<file path="src/wasm_params.svh">
`ifndef WASM_PARAMS_SVH
`define WASM_PARAMS_SVH

// Program memory geometry
`define WASM_ROM_ADDR 6
`define WASM_ROM_SIZE (1 << `WASM_ROM_ADDR)

// Value stack entries
`define WASM_STACK_DEPTH 8

// Immediate bytes visible after the opcode
`define WASM_WINDOW 10

// Control and parametric opcodes
`define OP_UNREACHABLE 8'h00
`define OP_NOP 8'h01
`define OP_END 8'h0b
`define OP_DROP 8'h1a
`define OP_SELECT 8'h1b

// Constants
`define OP_I32_CONST 8'h41
`define OP_I64_CONST 8'h42
`define OP_F32_CONST 8'h43
`define OP_F64_CONST 8'h44

// Comparisons and reinterpretation
`define OP_I32_EQZ 8'h45
`define OP_I32_EQ 8'h46
`define OP_I32_NE 8'h47
`define OP_I64_EQZ 8'h50
`define OP_I64_EQ 8'h51
`define OP_I64_NE 8'h52
`define OP_I32_REINTERPRET_F32 8'hbc

`endif

</file>
<file path="src/wasm_pkg.sv">
`include "wasm_params.svh"

package wasm_pkg;

  typedef logic [7:0] byte_t;
  typedef logic [63:0] value_t;

  // Value type tag, stored above the payload
  typedef logic [1:0] vtype_t;

  localparam vtype_t VT_I32 = 2'd0;
  localparam vtype_t VT_I64 = 2'd1;
  localparam vtype_t VT_F32 = 2'd2;
  localparam vtype_t VT_F64 = 2'd3;

  // Bits 65:64 hold the type, 63:0 the payload
  typedef logic [65:0] stack_word_t;

  // One extra bit so running past the end is visible
  typedef logic [`WASM_ROM_ADDR:0] code_addr_t;

  typedef logic [2:0] trap_t;

  localparam trap_t TRAP_NONE = 3'd0;
  localparam trap_t TRAP_STACK = 3'd1;
  localparam trap_t TRAP_RANGE = 3'd2;
  localparam trap_t TRAP_UNREACHABLE = 3'd3;
  localparam trap_t TRAP_UNKNOWN = 3'd4;
  localparam trap_t TRAP_SELECT = 3'd5;

  // Byte count of a LEB128 immediate, 1 to 10
  typedef logic [3:0] leb_len_t;

  typedef enum logic [1:0] {
    STK_NONE,
    STK_PUSH,
    STK_POP,
    STK_REPLACE
  } stack_op_t;

  typedef enum logic [1:0] {
    ST_EMPTY,
    ST_READY,
    ST_FULL,
    ST_FAULT
  } stack_status_t;

  typedef enum logic [2:0] {
    S_FETCH,
    S_WAIT_STACK,
    S_EXEC,
    S_EXEC2,
    S_EXEC3,
    S_EXEC4,
    S_HALTED
  } exec_state_t;

endpackage
</file>
<file path="src/stack_if.sv">
`timescale 1ns/1ps

interface stack_if;
  import wasm_pkg::*;

  // Command for the next clock edge
  stack_op_t op;
  stack_word_t data;

  // Current top entry and fill state
  stack_word_t tos;
  stack_status_t status;

  modport ctrl (
    output op,
    output data,
    input tos,
    input status
  );

  modport mem (
    input op,
    input data,
    output tos,
    output status
  );

endinterface

</file>
<file path="src/exec_fsm.sv">
`timescale 1ns/1ps
`include "wasm_params.svh"

module exec_fsm (
  input logic clk,
  input logic reset,
  input wasm_pkg::byte_t [`WASM_WINDOW:0] window,
  input logic range_error,
  input wasm_pkg::value_t leb_value,
  input wasm_pkg::leb_len_t leb_length,
  output logic pc_step,
  output logic pc_advance,
  output wasm_pkg::leb_len_t pc_length,
  stack_if.ctrl stk,
  output wasm_pkg::value_t result,
  output wasm_pkg::vtype_t result_type,
  output logic result_empty,
  output logic result_valid,
  output logic halted,
  output wasm_pkg::trap_t trap
);
  import wasm_pkg::*;

  exec_state_t state;
  byte_t opcode;
  byte_t op_q;
  stack_word_t aux_top;
  stack_word_t aux_second;
  logic running;
  logic stack_ok;
  logic cmp_eq;
  logic cmp_true;
  value_t f32_bits;
  value_t f64_bits;

  assign opcode = window[0];
  assign running = (trap == TRAP_NONE);
  assign halted = (state == S_HALTED);
  assign stack_ok = (stk.status == ST_READY) || (stk.status == ST_FULL);

  // Float immediates are little-endian raw bits
  assign f32_bits = {32'b0, window[4], window[3], window[2], window[1]};
  assign f64_bits = {window[8], window[7], window[6], window[5],
                     window[4], window[3], window[2], window[1]};

  // Saved top against the operand now on top
  always_comb begin
    case (op_q)
      `OP_I32_EQ, `OP_I32_NE: cmp_eq = (aux_top[31:0] == stk.tos[31:0]);
      default: cmp_eq = (aux_top[63:0] == stk.tos[63:0]);
    endcase
  end

  assign cmp_true = (op_q == `OP_I32_NE || op_q == `OP_I64_NE) ? !cmp_eq : cmp_eq;

  // Stack commands and counter moves for the current cycle
  always_comb begin
    stk.op = STK_NONE;
    stk.data = '0;
    pc_step = 1'b0;
    pc_advance = 1'b0;
    pc_length = leb_length;
    if (running) begin
      case (state)
        S_WAIT_STACK: pc_step = 1'b1;
        S_EXEC: begin
          if (!range_error) begin
            case (opcode)
              `OP_DROP: stk.op = STK_POP;
              `OP_I32_CONST, `OP_I64_CONST: begin
                stk.op = STK_PUSH;
                stk.data = {(opcode == `OP_I32_CONST) ? VT_I32 : VT_I64, leb_value};
                pc_advance = 1'b1;
              end
              `OP_F32_CONST: begin
                stk.op = STK_PUSH;
                stk.data = {VT_F32, f32_bits};
                pc_advance = 1'b1;
                pc_length = 4'd4;
              end
              `OP_F64_CONST: begin
                stk.op = STK_PUSH;
                stk.data = {VT_F64, f64_bits};
                pc_advance = 1'b1;
                pc_length = 4'd8;
              end
              `OP_I32_EQZ: begin
                stk.op = STK_REPLACE;
                stk.data = {VT_I32, 63'b0, stk.tos[31:0] == 32'b0};
              end
              `OP_I64_EQZ: begin
                stk.op = STK_REPLACE;
                stk.data = {VT_I32, 63'b0, stk.tos[63:0] == 64'b0};
              end
              `OP_I32_REINTERPRET_F32: begin
                stk.op = STK_REPLACE;
                stk.data = {VT_I32, stk.tos[63:0]};
              end
              `OP_SELECT, `OP_I32_EQ, `OP_I32_NE, `OP_I64_EQ, `OP_I64_NE:
                stk.op = STK_POP;
              default: ;
            endcase
          end
        end
        // Second operand of select leaves the stack
        S_EXEC2: if (op_q == `OP_SELECT) stk.op = STK_POP;
        S_EXEC3: begin
          if (op_q != `OP_SELECT && stack_ok) begin
            stk.op = STK_REPLACE;
            stk.data = {VT_I32, 63'b0, cmp_true};
          end
        end
        // Zero condition picks the second operand
        S_EXEC4: begin
          if (aux_top[31:0] == 32'b0) begin
            stk.op = STK_REPLACE;
            stk.data = aux_second;
          end
        end
        default: ;
      endcase
    end
  end

  always_ff @(posedge clk) begin
    if (reset) begin
      state <= S_FETCH;
      trap <= TRAP_NONE;
      result_valid <= 1'b0;
    end else begin
      result_valid <= 1'b0;
      // A latched trap freezes everything
      if (running) begin
        case (state)
          S_FETCH: state <= S_WAIT_STACK;
          S_WAIT_STACK: begin
            if (stk.status == ST_FAULT) trap <= TRAP_STACK;
            else state <= S_EXEC;
          end
          S_EXEC: begin
            op_q <= opcode;
            state <= S_FETCH;
            if (range_error) begin
              trap <= TRAP_RANGE;
            end else begin
              case (opcode)
                `OP_UNREACHABLE: trap <= TRAP_UNREACHABLE;
                `OP_NOP, `OP_DROP, `OP_I32_CONST, `OP_I64_CONST, `OP_F32_CONST,
                `OP_F64_CONST, `OP_I32_EQZ, `OP_I64_EQZ, `OP_I32_REINTERPRET_F32: ;
                `OP_END: begin
                  result <= stk.tos[63:0];
                  result_type <= stk.tos[65:64];
                  result_empty <= (stk.status == ST_EMPTY);
                  result_valid <= 1'b1;
                  state <= S_HALTED;
                end
                `OP_SELECT, `OP_I32_EQ, `OP_I32_NE, `OP_I64_EQ, `OP_I64_NE: begin
                  aux_top <= stk.tos;
                  state <= S_EXEC2;
                end
                default: trap <= TRAP_UNKNOWN;
              endcase
            end
          end
          S_EXEC2: begin
            if (op_q == `OP_SELECT) aux_second <= stk.tos;
            state <= S_EXEC3;
          end
          S_EXEC3: begin
            state <= S_FETCH;
            // Too few operands leave the stack empty or faulted
            if (!stack_ok) trap <= TRAP_STACK;
            else if (op_q == `OP_SELECT) begin
              if (aux_second[65:64] != stk.tos[65:64]) trap <= TRAP_SELECT;
              else state <= S_EXEC4;
            end
          end
          S_EXEC4: state <= S_FETCH;
          default: ;
        endcase
      end
    end
  end

endmodule

</file>
<file path="src/leb128_decoder.sv">
`timescale 1ns/1ps
`include "wasm_params.svh"

module leb128_decoder (
  input wasm_pkg::byte_t [`WASM_WINDOW-1:0] bytes,
  output wasm_pkg::value_t value,
  output wasm_pkg::leb_len_t length
);
  import wasm_pkg::*;

  // Ten groups of seven bits cover 70 bits, the top six are dropped
  logic [7*`WASM_WINDOW-1:0] acc;
  leb_len_t last;
  logic sign;

  // Index of the first byte without a continuation bit
  always_comb begin
    logic found;
    found = 1'b0;
    last = leb_len_t'(`WASM_WINDOW - 1);
    for (int i = 0; i < `WASM_WINDOW; i++) begin
      if (!found && !bytes[i][7]) begin
        found = 1'b1;
        last = leb_len_t'(i);
      end
    end
  end

  // Sign of the final group
  assign sign = bytes[last][6];

  // Payload groups up to the last byte, sign fill above
  always_comb begin
    acc = '0;
    for (int i = 0; i < `WASM_WINDOW; i++) begin
      if (leb_len_t'(i) <= last) begin
        acc[7*i +: 7] = bytes[i][6:0];
      end else begin
        acc[7*i +: 7] = {7{sign}};
      end
    end
  end

  assign value = acc[63:0];
  assign length = last + 4'd1;

endmodule

</file>
<file path="src/program_counter.sv">
`timescale 1ns/1ps

module program_counter (
  input logic clk,
  input logic reset,
  input logic step,
  input logic advance,
  input wasm_pkg::leb_len_t length,
  output wasm_pkg::code_addr_t pc
);
  import wasm_pkg::*;

  code_addr_t pc_next;

  // Skipping an immediate wins over a single step
  always_comb begin
    if (advance) begin
      pc_next = pc + code_addr_t'(length);
    end else if (step) begin
      pc_next = pc + 1'b1;
    end else begin
      pc_next = pc;
    end
  end

  always_ff @(posedge clk) begin
    if (reset) begin
      pc <= '0;
    end else begin
      pc <= pc_next;
    end
  end

endmodule

</file>
<file path="src/program_rom.sv">
`timescale 1ns/1ps
`include "wasm_params.svh"

module program_rom (
  input logic clk,
  input logic load_en,
  input wasm_pkg::code_addr_t load_addr,
  input wasm_pkg::byte_t load_data,
  input wasm_pkg::code_addr_t rd_addr,
  output wasm_pkg::byte_t [`WASM_WINDOW:0] window,
  output logic range_error
);
  import wasm_pkg::*;

  byte_t mem [`WASM_ROM_SIZE];
  byte_t [`WASM_WINDOW:0] win_next;

  // Byte loader, only used while the core sits in reset
  always_ff @(posedge clk) begin
    if (load_en && load_addr < `WASM_ROM_SIZE) begin
      mem[load_addr[`WASM_ROM_ADDR-1:0]] <= load_data;
    end
  end

  // Opcode plus immediate bytes, zero past the end
  always_comb begin
    logic [`WASM_ROM_ADDR+1:0] addr;
    addr = '0;
    for (int i = 0; i <= `WASM_WINDOW; i++) begin
      addr = {1'b0, rd_addr} + (`WASM_ROM_ADDR+2)'(i);
      if (addr < `WASM_ROM_SIZE) begin
        win_next[i] = mem[addr[`WASM_ROM_ADDR-1:0]];
      end else begin
        win_next[i] = '0;
      end
    end
  end

  always_ff @(posedge clk) begin
    window <= win_next;
    range_error <= (rd_addr >= `WASM_ROM_SIZE);
  end

endmodule

</file>
<file path="src/value_stack.sv">
`timescale 1ns/1ps
`include "wasm_params.svh"

module value_stack #(
  parameter int DEPTH = `WASM_STACK_DEPTH
) (
  input logic clk,
  input logic reset,
  stack_if.mem stk
);
  import wasm_pkg::*;

  localparam int CW = $clog2(DEPTH + 1);
  localparam int AW = $clog2(DEPTH);

  stack_word_t entries [DEPTH];
  logic [CW-1:0] count;
  logic fault;
  logic is_empty;
  logic is_full;
  logic [AW-1:0] top_idx;
  logic [AW-1:0] push_idx;

  assign is_empty = (count == '0);
  assign is_full = (count == CW'(DEPTH));
  assign top_idx = AW'(count - 1'b1);
  assign push_idx = AW'(count);

  // Fill count and sticky fault flag
  always_ff @(posedge clk) begin
    if (reset) begin
      count <= '0;
      fault <= 1'b0;
    end else begin
      case (stk.op)
        STK_PUSH: begin
          if (is_full) fault <= 1'b1;
          else count <= count + 1'b1;
        end
        STK_POP: begin
          if (is_empty) fault <= 1'b1;
          else count <= count - 1'b1;
        end
        STK_REPLACE: begin
          if (is_empty) fault <= 1'b1;
        end
        default: ;
      endcase
    end
  end

  // Entry storage
  always_ff @(posedge clk) begin
    if (stk.op == STK_PUSH && !is_full) begin
      entries[push_idx] <= stk.data;
    end else if (stk.op == STK_REPLACE && !is_empty) begin
      entries[top_idx] <= stk.data;
    end
  end

  assign stk.tos = is_empty ? '0 : entries[top_idx];

  always_comb begin
    if (fault) stk.status = ST_FAULT;
    else if (is_empty) stk.status = ST_EMPTY;
    else if (is_full) stk.status = ST_FULL;
    else stk.status = ST_READY;
  end

endmodule

</file>
<file path="src/wasm_core.sv">
`timescale 1ns/1ps
`include "wasm_params.svh"

module wasm_core (
  input logic clk,
  input logic reset,
  input logic load_en,
  input wasm_pkg::code_addr_t load_addr,
  input wasm_pkg::byte_t load_data,
  output wasm_pkg::value_t result,
  output wasm_pkg::vtype_t result_type,
  output logic result_empty,
  output logic result_valid,
  output logic halted,
  output wasm_pkg::trap_t trap
);
  import wasm_pkg::*;

  byte_t [`WASM_WINDOW:0] window;
  logic range_error;
  value_t leb_value;
  leb_len_t leb_length;
  logic pc_step;
  logic pc_advance;
  leb_len_t pc_length;
  code_addr_t pc;

  stack_if stk ();

  // Read window always follows the counter
  program_rom i_program_rom (
    .clk(clk),
    .load_en(load_en),
    .load_addr(load_addr),
    .load_data(load_data),
    .rd_addr(pc),
    .window(window),
    .range_error(range_error)
  );

  // Immediates start right after the opcode byte
  leb128_decoder i_leb128_decoder (
    .bytes(window[`WASM_WINDOW:1]),
    .value(leb_value),
    .length(leb_length)
  );

  value_stack #(
    .DEPTH(`WASM_STACK_DEPTH)
  ) i_value_stack (
    .clk(clk),
    .reset(reset),
    .stk(stk.mem)
  );

  program_counter i_program_counter (
    .clk(clk),
    .reset(reset),
    .step(pc_step),
    .advance(pc_advance),
    .length(pc_length),
    .pc(pc)
  );

  exec_fsm i_exec_fsm (
    .clk(clk),
    .reset(reset),
    .window(window),
    .range_error(range_error),
    .leb_value(leb_value),
    .leb_length(leb_length),
    .pc_step(pc_step),
    .pc_advance(pc_advance),
    .pc_length(pc_length),
    .stk(stk.ctrl),
    .result(result),
    .result_type(result_type),
    .result_empty(result_empty),
    .result_valid(result_valid),
    .halted(halted),
    .trap(trap)
  );

endmodule

</file>
<file path="config.mk">
export PLATFORM = sky130hd
export DESIGN_NAME = wasm_core
export DESIGN_NICKNAME = d
export VERILOG_FILES = /design/src/wasm_pkg.sv /design/src/stack_if.sv /design/src/exec_fsm.sv /design/src/leb128_decoder.sv /design/src/program_counter.sv /design/src/program_rom.sv /design/src/value_stack.sv /design/src/wasm_core.sv
export VERILOG_INCLUDE_DIRS = /design/src
export SDC_FILE = /design/constraint.sdc
export NUM_CORES = 2
export LEC_CHECK = 0
export BUFFER_PORTS_ARGS = -buffer_cell sky130_fd_sc_hd__buf_2
export CAP_MARGIN = 10
export CORE_MARGIN = 2
export CORE_UTILIZATION = 30
export CTS_CLUSTER_DIAMETER = 40
export DETAILED_ROUTE_END_ITERATION = 8
export GPL_ROUTABILITY_DRIVEN = 0
export PLACE_DENSITY = 0.53
export SYNTH_ARGS = -nofsm -noshare
export SYNTH_HDL_FRONTEND = slang
export SYNTH_HIERARCHICAL = 1
export SYNTH_SLANG_ARGS = --single-unit
</file>
<file path="constraint.sdc">
create_clock -name clk -period 7.65 [get_ports clk]
set_input_delay 1.1475 -clock clk [delete_from_list [all_inputs] [get_ports clk]]
set_output_delay 1.1475 -clock clk [all_outputs]
set_load 0.01 [all_outputs]
</file>
Yosys cells after proc, flatten, opt, wreduce, memory -nomap -nowiden
Memory sizes are Yosys's and may differ from the RTL's. A register that Yosys moved wholly into a read port is not among the register bits.
Index checks and enable logic that the tools add are counted.
- flip-flop bits (word level): 225
- bits in writable memories: 1040
- input port bits: 18
- output and inout bits: 72
- word-level logic and storage cells: 274
- memories kept: 2
- $add $sub $neg: 15
- $lt $le $gt $ge: 24
- equal/unequal tests: 45
- muxes and demuxes: 94
- bitwise operators: 4
- reduce and logical (&&, ||, !) cells: 77
- memory list (memory ; words ; bits a word ; read ports ; clocked after Yosys merged registers in ; write ports ; RTL line ; source):
    i_value_stack.entries ; 8 ; 66 ; 1 ; 0 ; 1 ; value_stack.sv:16 ; stack_word_t entries [DEPTH];
    i_program_rom.mem ; 64 ; 8 ; 11 ; 11 ; 1 ; program_rom.sv:15 ; byte_t mem [`WASM_ROM_SIZE];
- operators by type and width (cell ; count):
    66-bit case mux with 6 select lines ; 1
    66-bit 2-to-1 mux ; 5
    66-bit case mux with 3 select lines ; 1
    8-bit by 7-bit == test with 1-bit output, second input constant ; 13
    7-bit 2-to-1 mux ; 12
    8-bit by 7-bit less-than comparator with 1-bit output, second input constant ; 10
    66-bit OR reduction ; 1
    64-bit == test ; 1
    32-bit logical NOT ; 2
    64-bit logical NOT ; 1
    4-bit 2-to-1 mux ; 15
    3-bit 2-to-1 mux ; 11
    7-bit by 3-bit adder with 8-bit output, second input constant ; 4
    8-bit binary-select mux with 4-bit select ; 1
    32-bit == test ; 1
    1-bit logical NOT ; 31
    1-bit 2-to-1 mux ; 31
    7-bit by 4-bit adder with 8-bit output, second input constant ; 3
    8-bit by 5-bit == test with 1-bit output, second input constant ; 3
    3-bit case mux with 6 select lines ; 1
    7-bit by 2-bit adder with 8-bit output, second input constant ; 2
    3-bit by 4-bit less-or-equal comparator with 1-bit output, first input constant ; 4
    2-bit 2-to-1 mux ; 8
    4-bit case mux with 2 select lines ; 2
    50 further kinds ; 95

Logic depth before layout (Yosys ltp)
- depth after elaboration: 35
- depth in mapped cells: 21
- mapped depth without buffers: 16

Modules after synthesis
The synthesis kept the hierarchy.
- modules (own cells, without submodules) (module ; times used ; cells each ; area an instance (um2) ; seq. area each (um2)):
    program_rom ; 1 ; 3300 ; 47493.0 ; 17156.5
    value_stack ; 1 ; 994 ; 20627.3 ; 15955.3
    exec_fsm ; 1 ; 842 ; 10126.0 ; 6296.0
    leb128_decoder ; 1 ; 168 ; 1082.3 ; 0.0
    program_counter ; 1 ; 57 ; 493.0 ; 140.1

Worst setup path after synthesis
Ideal clock, no wire load.
- kind: register to register
- from: register i_value_stack.count[0]
- to: memory i_value_stack/entries[3][0] in the netlist's numbering (enable)
- library setup time: 491 ps
- data arrival time: 6310 ps
- data required time: 7159 ps
- slack: 849 ps
- stages on the path, launching flop included: 22
- path buffers: 5
- period minus slack after synthesis: 6801 ps
- path through: dfxtp_1 > buf_2 > buf_6 > buf_6 > inv_1 > ha_1 > buf_2 > nand2_1 > a211o_1 > inv_1 > ha_1 > nand4b_1 > nor2_1 > a211oi_1 > a31oi_1 > inv_1 > ha_1 > buf_2 > nor2b_1 > a2111o_1 > mux2i_1 > nor2_1
- longest elaborated chain between the ends: 17
- elaborated cells between the ends (all ways): 27
- classes of those cells: add/sub (1); eq/ne (5); mux (13); reduce/logical (8)
- ends and longest elaborated chain (item ; RTL line ; source):
    start, declared ; value_stack.sv:17 ; logic [CW-1:0] count;
    start signal, assigned ; value_stack.sv:38 ; else count <= count + 1'b1;
    start signal, assigned ; value_stack.sv:42 ; else count <= count - 1'b1;
    4-bit == test ; value_stack.sv:25 ; assign is_full = (count == CW'(DEPTH));
    2-bit 2-to-1 mux ; value_stack.sv:66 ; else if (is_full) stk.status = ST_FULL;
    2-bit 2-to-1 mux * ; value_stack.sv:65 ; else if (is_empty) stk.status = ST_EMPTY;
    2-bit 2-to-1 mux * ; value_stack.sv:64 ; if (fault) stk.status = ST_FAULT;
    net stk.status[0] ; stack_if.sv:12 ; stack_status_t status;
    2-bit by 1-bit == test with 1-bit output or 2-bit == test (tied branches) ; exec_fsm.sv:39 ; assign stack_ok = (stk.status == ST_READY) || (stk.status == ST_FULL);
    1-bit logical OR * ; exec_fsm.sv:39 ;
    1-bit logical AND * ; exec_fsm.sv:108 ; if (op_q != `OP_SELECT && stack_ok) begin
    [3 not listed] ; n/a ;
    net stk.op[1] ; stack_if.sv:7 ; stack_op_t op;
    2-bit == test ; value_stack.sv:56 ; end else if (stk.op == STK_REPLACE && !is_empty) begin
    1-bit logical AND ; value_stack.sv:56 ;
    1-bit 2-to-1 mux ; value_stack.sv:56 ;
    1-bit 2-to-1 mux ; value_stack.sv:54 ; if (stk.op == STK_PUSH && !is_full) begin
    1-bit 2-to-1 mux (implied by the code) ; value_stack.sv:57 ; entries[top_idx] <= stk.data;
    66-bit OR reduction (no line) ; n/a ;
    3-bit 2-to-1 mux (no line) or 1-bit 2-to-1 mux (tied branches) ; n/a ;
    end, declared ; value_stack.sv:16 ;
The timed path passes the listed nets; every way through them passes the cells marked *.

Worst setup path after layout
- from: register i_value_stack.count[0]
- to: memory i_value_stack/entries[5][54] in the netlist's numbering (enable)
Same word-level chain as after synthesis.

==> qor.log <==
qor: status.outcome finished, final reports clean
qor: placed_design.post-place-cells 8671
qor: die.initial_utilization 0.302
qor: worst_setup_path.critPathMaxStageDelay 0.52 ns
qor: die.core_area 0.263 mm^2
qor: global_routing.grt_usage 0.217
qor: global_routing.number_of_global_route_vias_before_repair 52.4k
qor: route.wire_per_inst 33.2 um
qor: timing.final_hold_viol_count 0
qor: yosys.synth_cells 5301
qor: layout.finish.utilization 0.344
qor: placed_design.place.port_buffers 89
qor: die.die-width 518 um
qor: power.power.static_leakage 0.0294 uW
qor: clock_tree.cts-root-buf sky130_fd_sc_hd__clkbuf_16
qor: timing.max_clk_rate 183 MHz
qor: timing.timing.max_slew.rel_slack 0.127
qor: clock_tree.maximum_clock_insertion_buffer_count 3
qor: layout.finish.net_count 5406
qor: worst_setup_path.crit_arrival 5.94 ns
qor: layout.final_layout_size_suffix_gt1_frac 0.324
qor: worst_setup_path.critical_path_peak_fanout 24
qor: die.die_height 518 um
qor: power.pwr_density_cell 279 mW/mm^2
qor: route.vias 55.4k
qor: flow_run.maxCapViolCount 0
qor: route.detailedRoute.firstPassIterationCount 8
qor: die.boundaryPins 90
qor: worst_setup_path.timing.setup.critical_path_class reg2reg
qor: global_routing.gr-total-overflow 0
qor: route.ratio_of_routed_vias_to_standard_cells 6.13
qor: route.drt_iter0_drc 8656
qor: timing.worstMarginPinSlew 1.31 ns
qor: worst_setup_path.cell_family_with_most_cp_delay simple AND/OR/NAND/NOR gates
qor: global_routing.grt_first_pass_wirelength 418000 um
qor: worst_setup_path.crit_chain inv_1, ha_1, nand2_1, o21bai_1, inv_1, ha_1, nand4b_1, nor2_1, a211oi_1, a31oi_1, inv_1, ha_1, nor2b_1, a2111o_1, mux2i_1, nor2_4, buf_4
qor: layout.flow.area_growth_from_synthesis 14.0%
qor: timing.timing.clock.skew 0.0378 ns
qor: placed_design.post-dp-hpwl 203000 um
qor: route.finalWirelength 300000 um
qor: yosys.synth.avg_cell_area 15.0 um^2
qor: clock_tree.post_cts.resized_instances 0
qor: die.fp-row-count 188
qor: worst_setup_path.ff2ff_setup_slack 2.17 ns
qor: clock_tree.ctsHoldBuffers 0
qor: worst_setup_path.worstSetupStartpointType flip-flop
qor: global_routing.maximum_number_of_pins_on_one_net_before_global_route_repair 138
qor: timing.period_needed 5.48 ns
qor: timing.fin_crit_sh 0.716
qor: clock_tree.cts.htree.levels 4
qor: worst_setup_path.slowest_stage sky130_fd_sc_hd__a2111o_1
qor: clock_tree.clock_latency 0.84 ns
qor: clock_tree.clk_transition_reported_paths 0.05 ns
qor: die.overall_die_area 0.268 mm^2
qor: power.irDropWorstVdd 0.258 mV
qor: placed_design.place_worst_setup_slack 2.13 ns
qor: timing.final-setup-viol-count 0
qor: worst_setup_path.worstPathRequired 8.11 ns
qor: route.remaining_drc_errors 0
qor: yosys.combined_area_of_all_synthesized_cells 0.0793 mm^2
qor: timing.rsz0062_at_grt no
qor: layout.post_layout_nonfiller_instances 9034
qor: timing.setup_tns 0 ns
qor: min_path.hold_path.class reg2reg
qor: route.postRouteAntennaNets 0
qor: clock_tree.tritoncts yes
qor: clock_tree.numCtsBuffers 192
qor: worst_setup_path.worstPathBufferInverterCount 4
qor: timing.post_route_setup_slack 2.17 ns
qor: yosys.ys.warnings.count 6
qor: worst_setup_path.end_kind flip-flop
qor: global_routing.antenna_found_initial 22
qor: yosys.synth_nets 5352
qor: clock_tree.cts_num_sinks 1347
qor: timing.slew_viol_final 0
qor: clock_tree.postCtsSetupBuffers 0
## report_power, final
| group | internal, uW | total [uW] | switching, uW |
|---|---|---|---|
| Combinational | 3130 | 7740 | 4610 |
| Sequential | 8190 | 8650 | 460 |
| Clock | 5230 | 8800 | 3580 |
## worst register-to-register path: stages (launching register included)
cell,delay [ns]
sky130_fd_sc_hd__dfxtp_4,0.46
sky130_fd_sc_hd__inv_1,0.27
sky130_fd_sc_hd__ha_1,0.51
sky130_fd_sc_hd__nand2_1,0.17
sky130_fd_sc_hd__o21bai_1,0.23
sky130_fd_sc_hd__inv_1,0.07
sky130_fd_sc_hd__ha_1,0.31
sky130_fd_sc_hd__nand4b_1,0.17
sky130_fd_sc_hd__nor2_1,0.22
sky130_fd_sc_hd__a211oi_1,0.08
sky130_fd_sc_hd__a31oi_1,0.33
sky130_fd_sc_hd__inv_1,0.12
sky130_fd_sc_hd__ha_1,0.30
sky130_fd_sc_hd__nor2b_1,0.18
sky130_fd_sc_hd__a2111o_1,0.52
sky130_fd_sc_hd__mux2i_1,0.25
sky130_fd_sc_hd__nor2_4,0.42
sky130_fd_sc_hd__buf_4,0.48
## final cells by class
cell class                      count  area [um^2]
Sequential cell                  1347        39400
Multi-Input combinational cell   3463        37600
Clock inverter                    140         1470
Timing Repair Buffer              304         2300
Clock buffer                      212         4920
Fill cell                       25200       172000
Antenna cell                        6         15.0
Tap cell                         3515         4400
Inverter                           47          185
## routing by layer
metal	GRT usage	up-vias	wire, um
met4	0.0988	20	15700
met1	0.296	28900	118000
met2	0.303	3941	125000
met5	0	-	137
met3	0.0827	642	41100
li1	-	21900	-
## flip-flops by register name (all words and copies together), names as in the netlist
signal / count
i_program_counter/pc: 7
i_exec_fsm/aux_top: 64
i_exec_fsm/result: 64
i_program_rom/window: 82
i_value_stack/fault: 1
i_value_stack/entries: 528
i_exec_fsm/aux_second: 66
i_program_rom/range_error: 1
i_exec_fsm/trap: 3
i_exec_fsm/result_empty: 1
i_exec_fsm/result_type: 2
i_program_rom/mem: 512
i_exec_fsm/result_valid: 1
i_exec_fsm/state: 3
i_exec_fsm/op_q: 8
i_value_stack/count: 4
## stage by stage
stage	cell area, um^2	hold WS [ns]	power, uW
after floorplan	79300	0.403	13600
after global placement	83900	0.483	16100
after detailed placement	83900	0.491	16200
after CTS	90300	0.504	25000
after global routing	90300	0.551	25800
final	90400	0.498	25200
## cell usage in the layout (no fill, tap or decap), drive strengths merged, types with 20 or more instances in the layout
master and instances:
and2 21, a31oi 26, a22oi 116, nor2 299, ha 32, nor3 29
dfxtp 102, xnor2 38, nand2b 28, o21ai 102, clkbuf 213, clkinv 70
mux2 113, a32oi 20, a211oi 34, a21oi 180, nand3 110, xor2 79
nor4 43, o22ai 50, nand2 593, and3 20, inv 85, edfxtp 1245
a21o 45, o21a 29, nor2b 23, buf 303, mux2i 275, mux4 924
nand4 31
## final timing paths
kind                                              from                           end  cells past startpoint
worst max register to register  i_value_stack/count[0]  i_value_stack/entries[5][54]                     17
worst min register to register     i_value_stack/fault           i_value_stack/fault                      2
worst min-delay path               i_value_stack/fault           i_value_stack/fault                      2
worst max-delay path            i_value_stack/count[0]  i_value_stack/entries[5][54]                     17
Power figures use the tool's default switching activity.
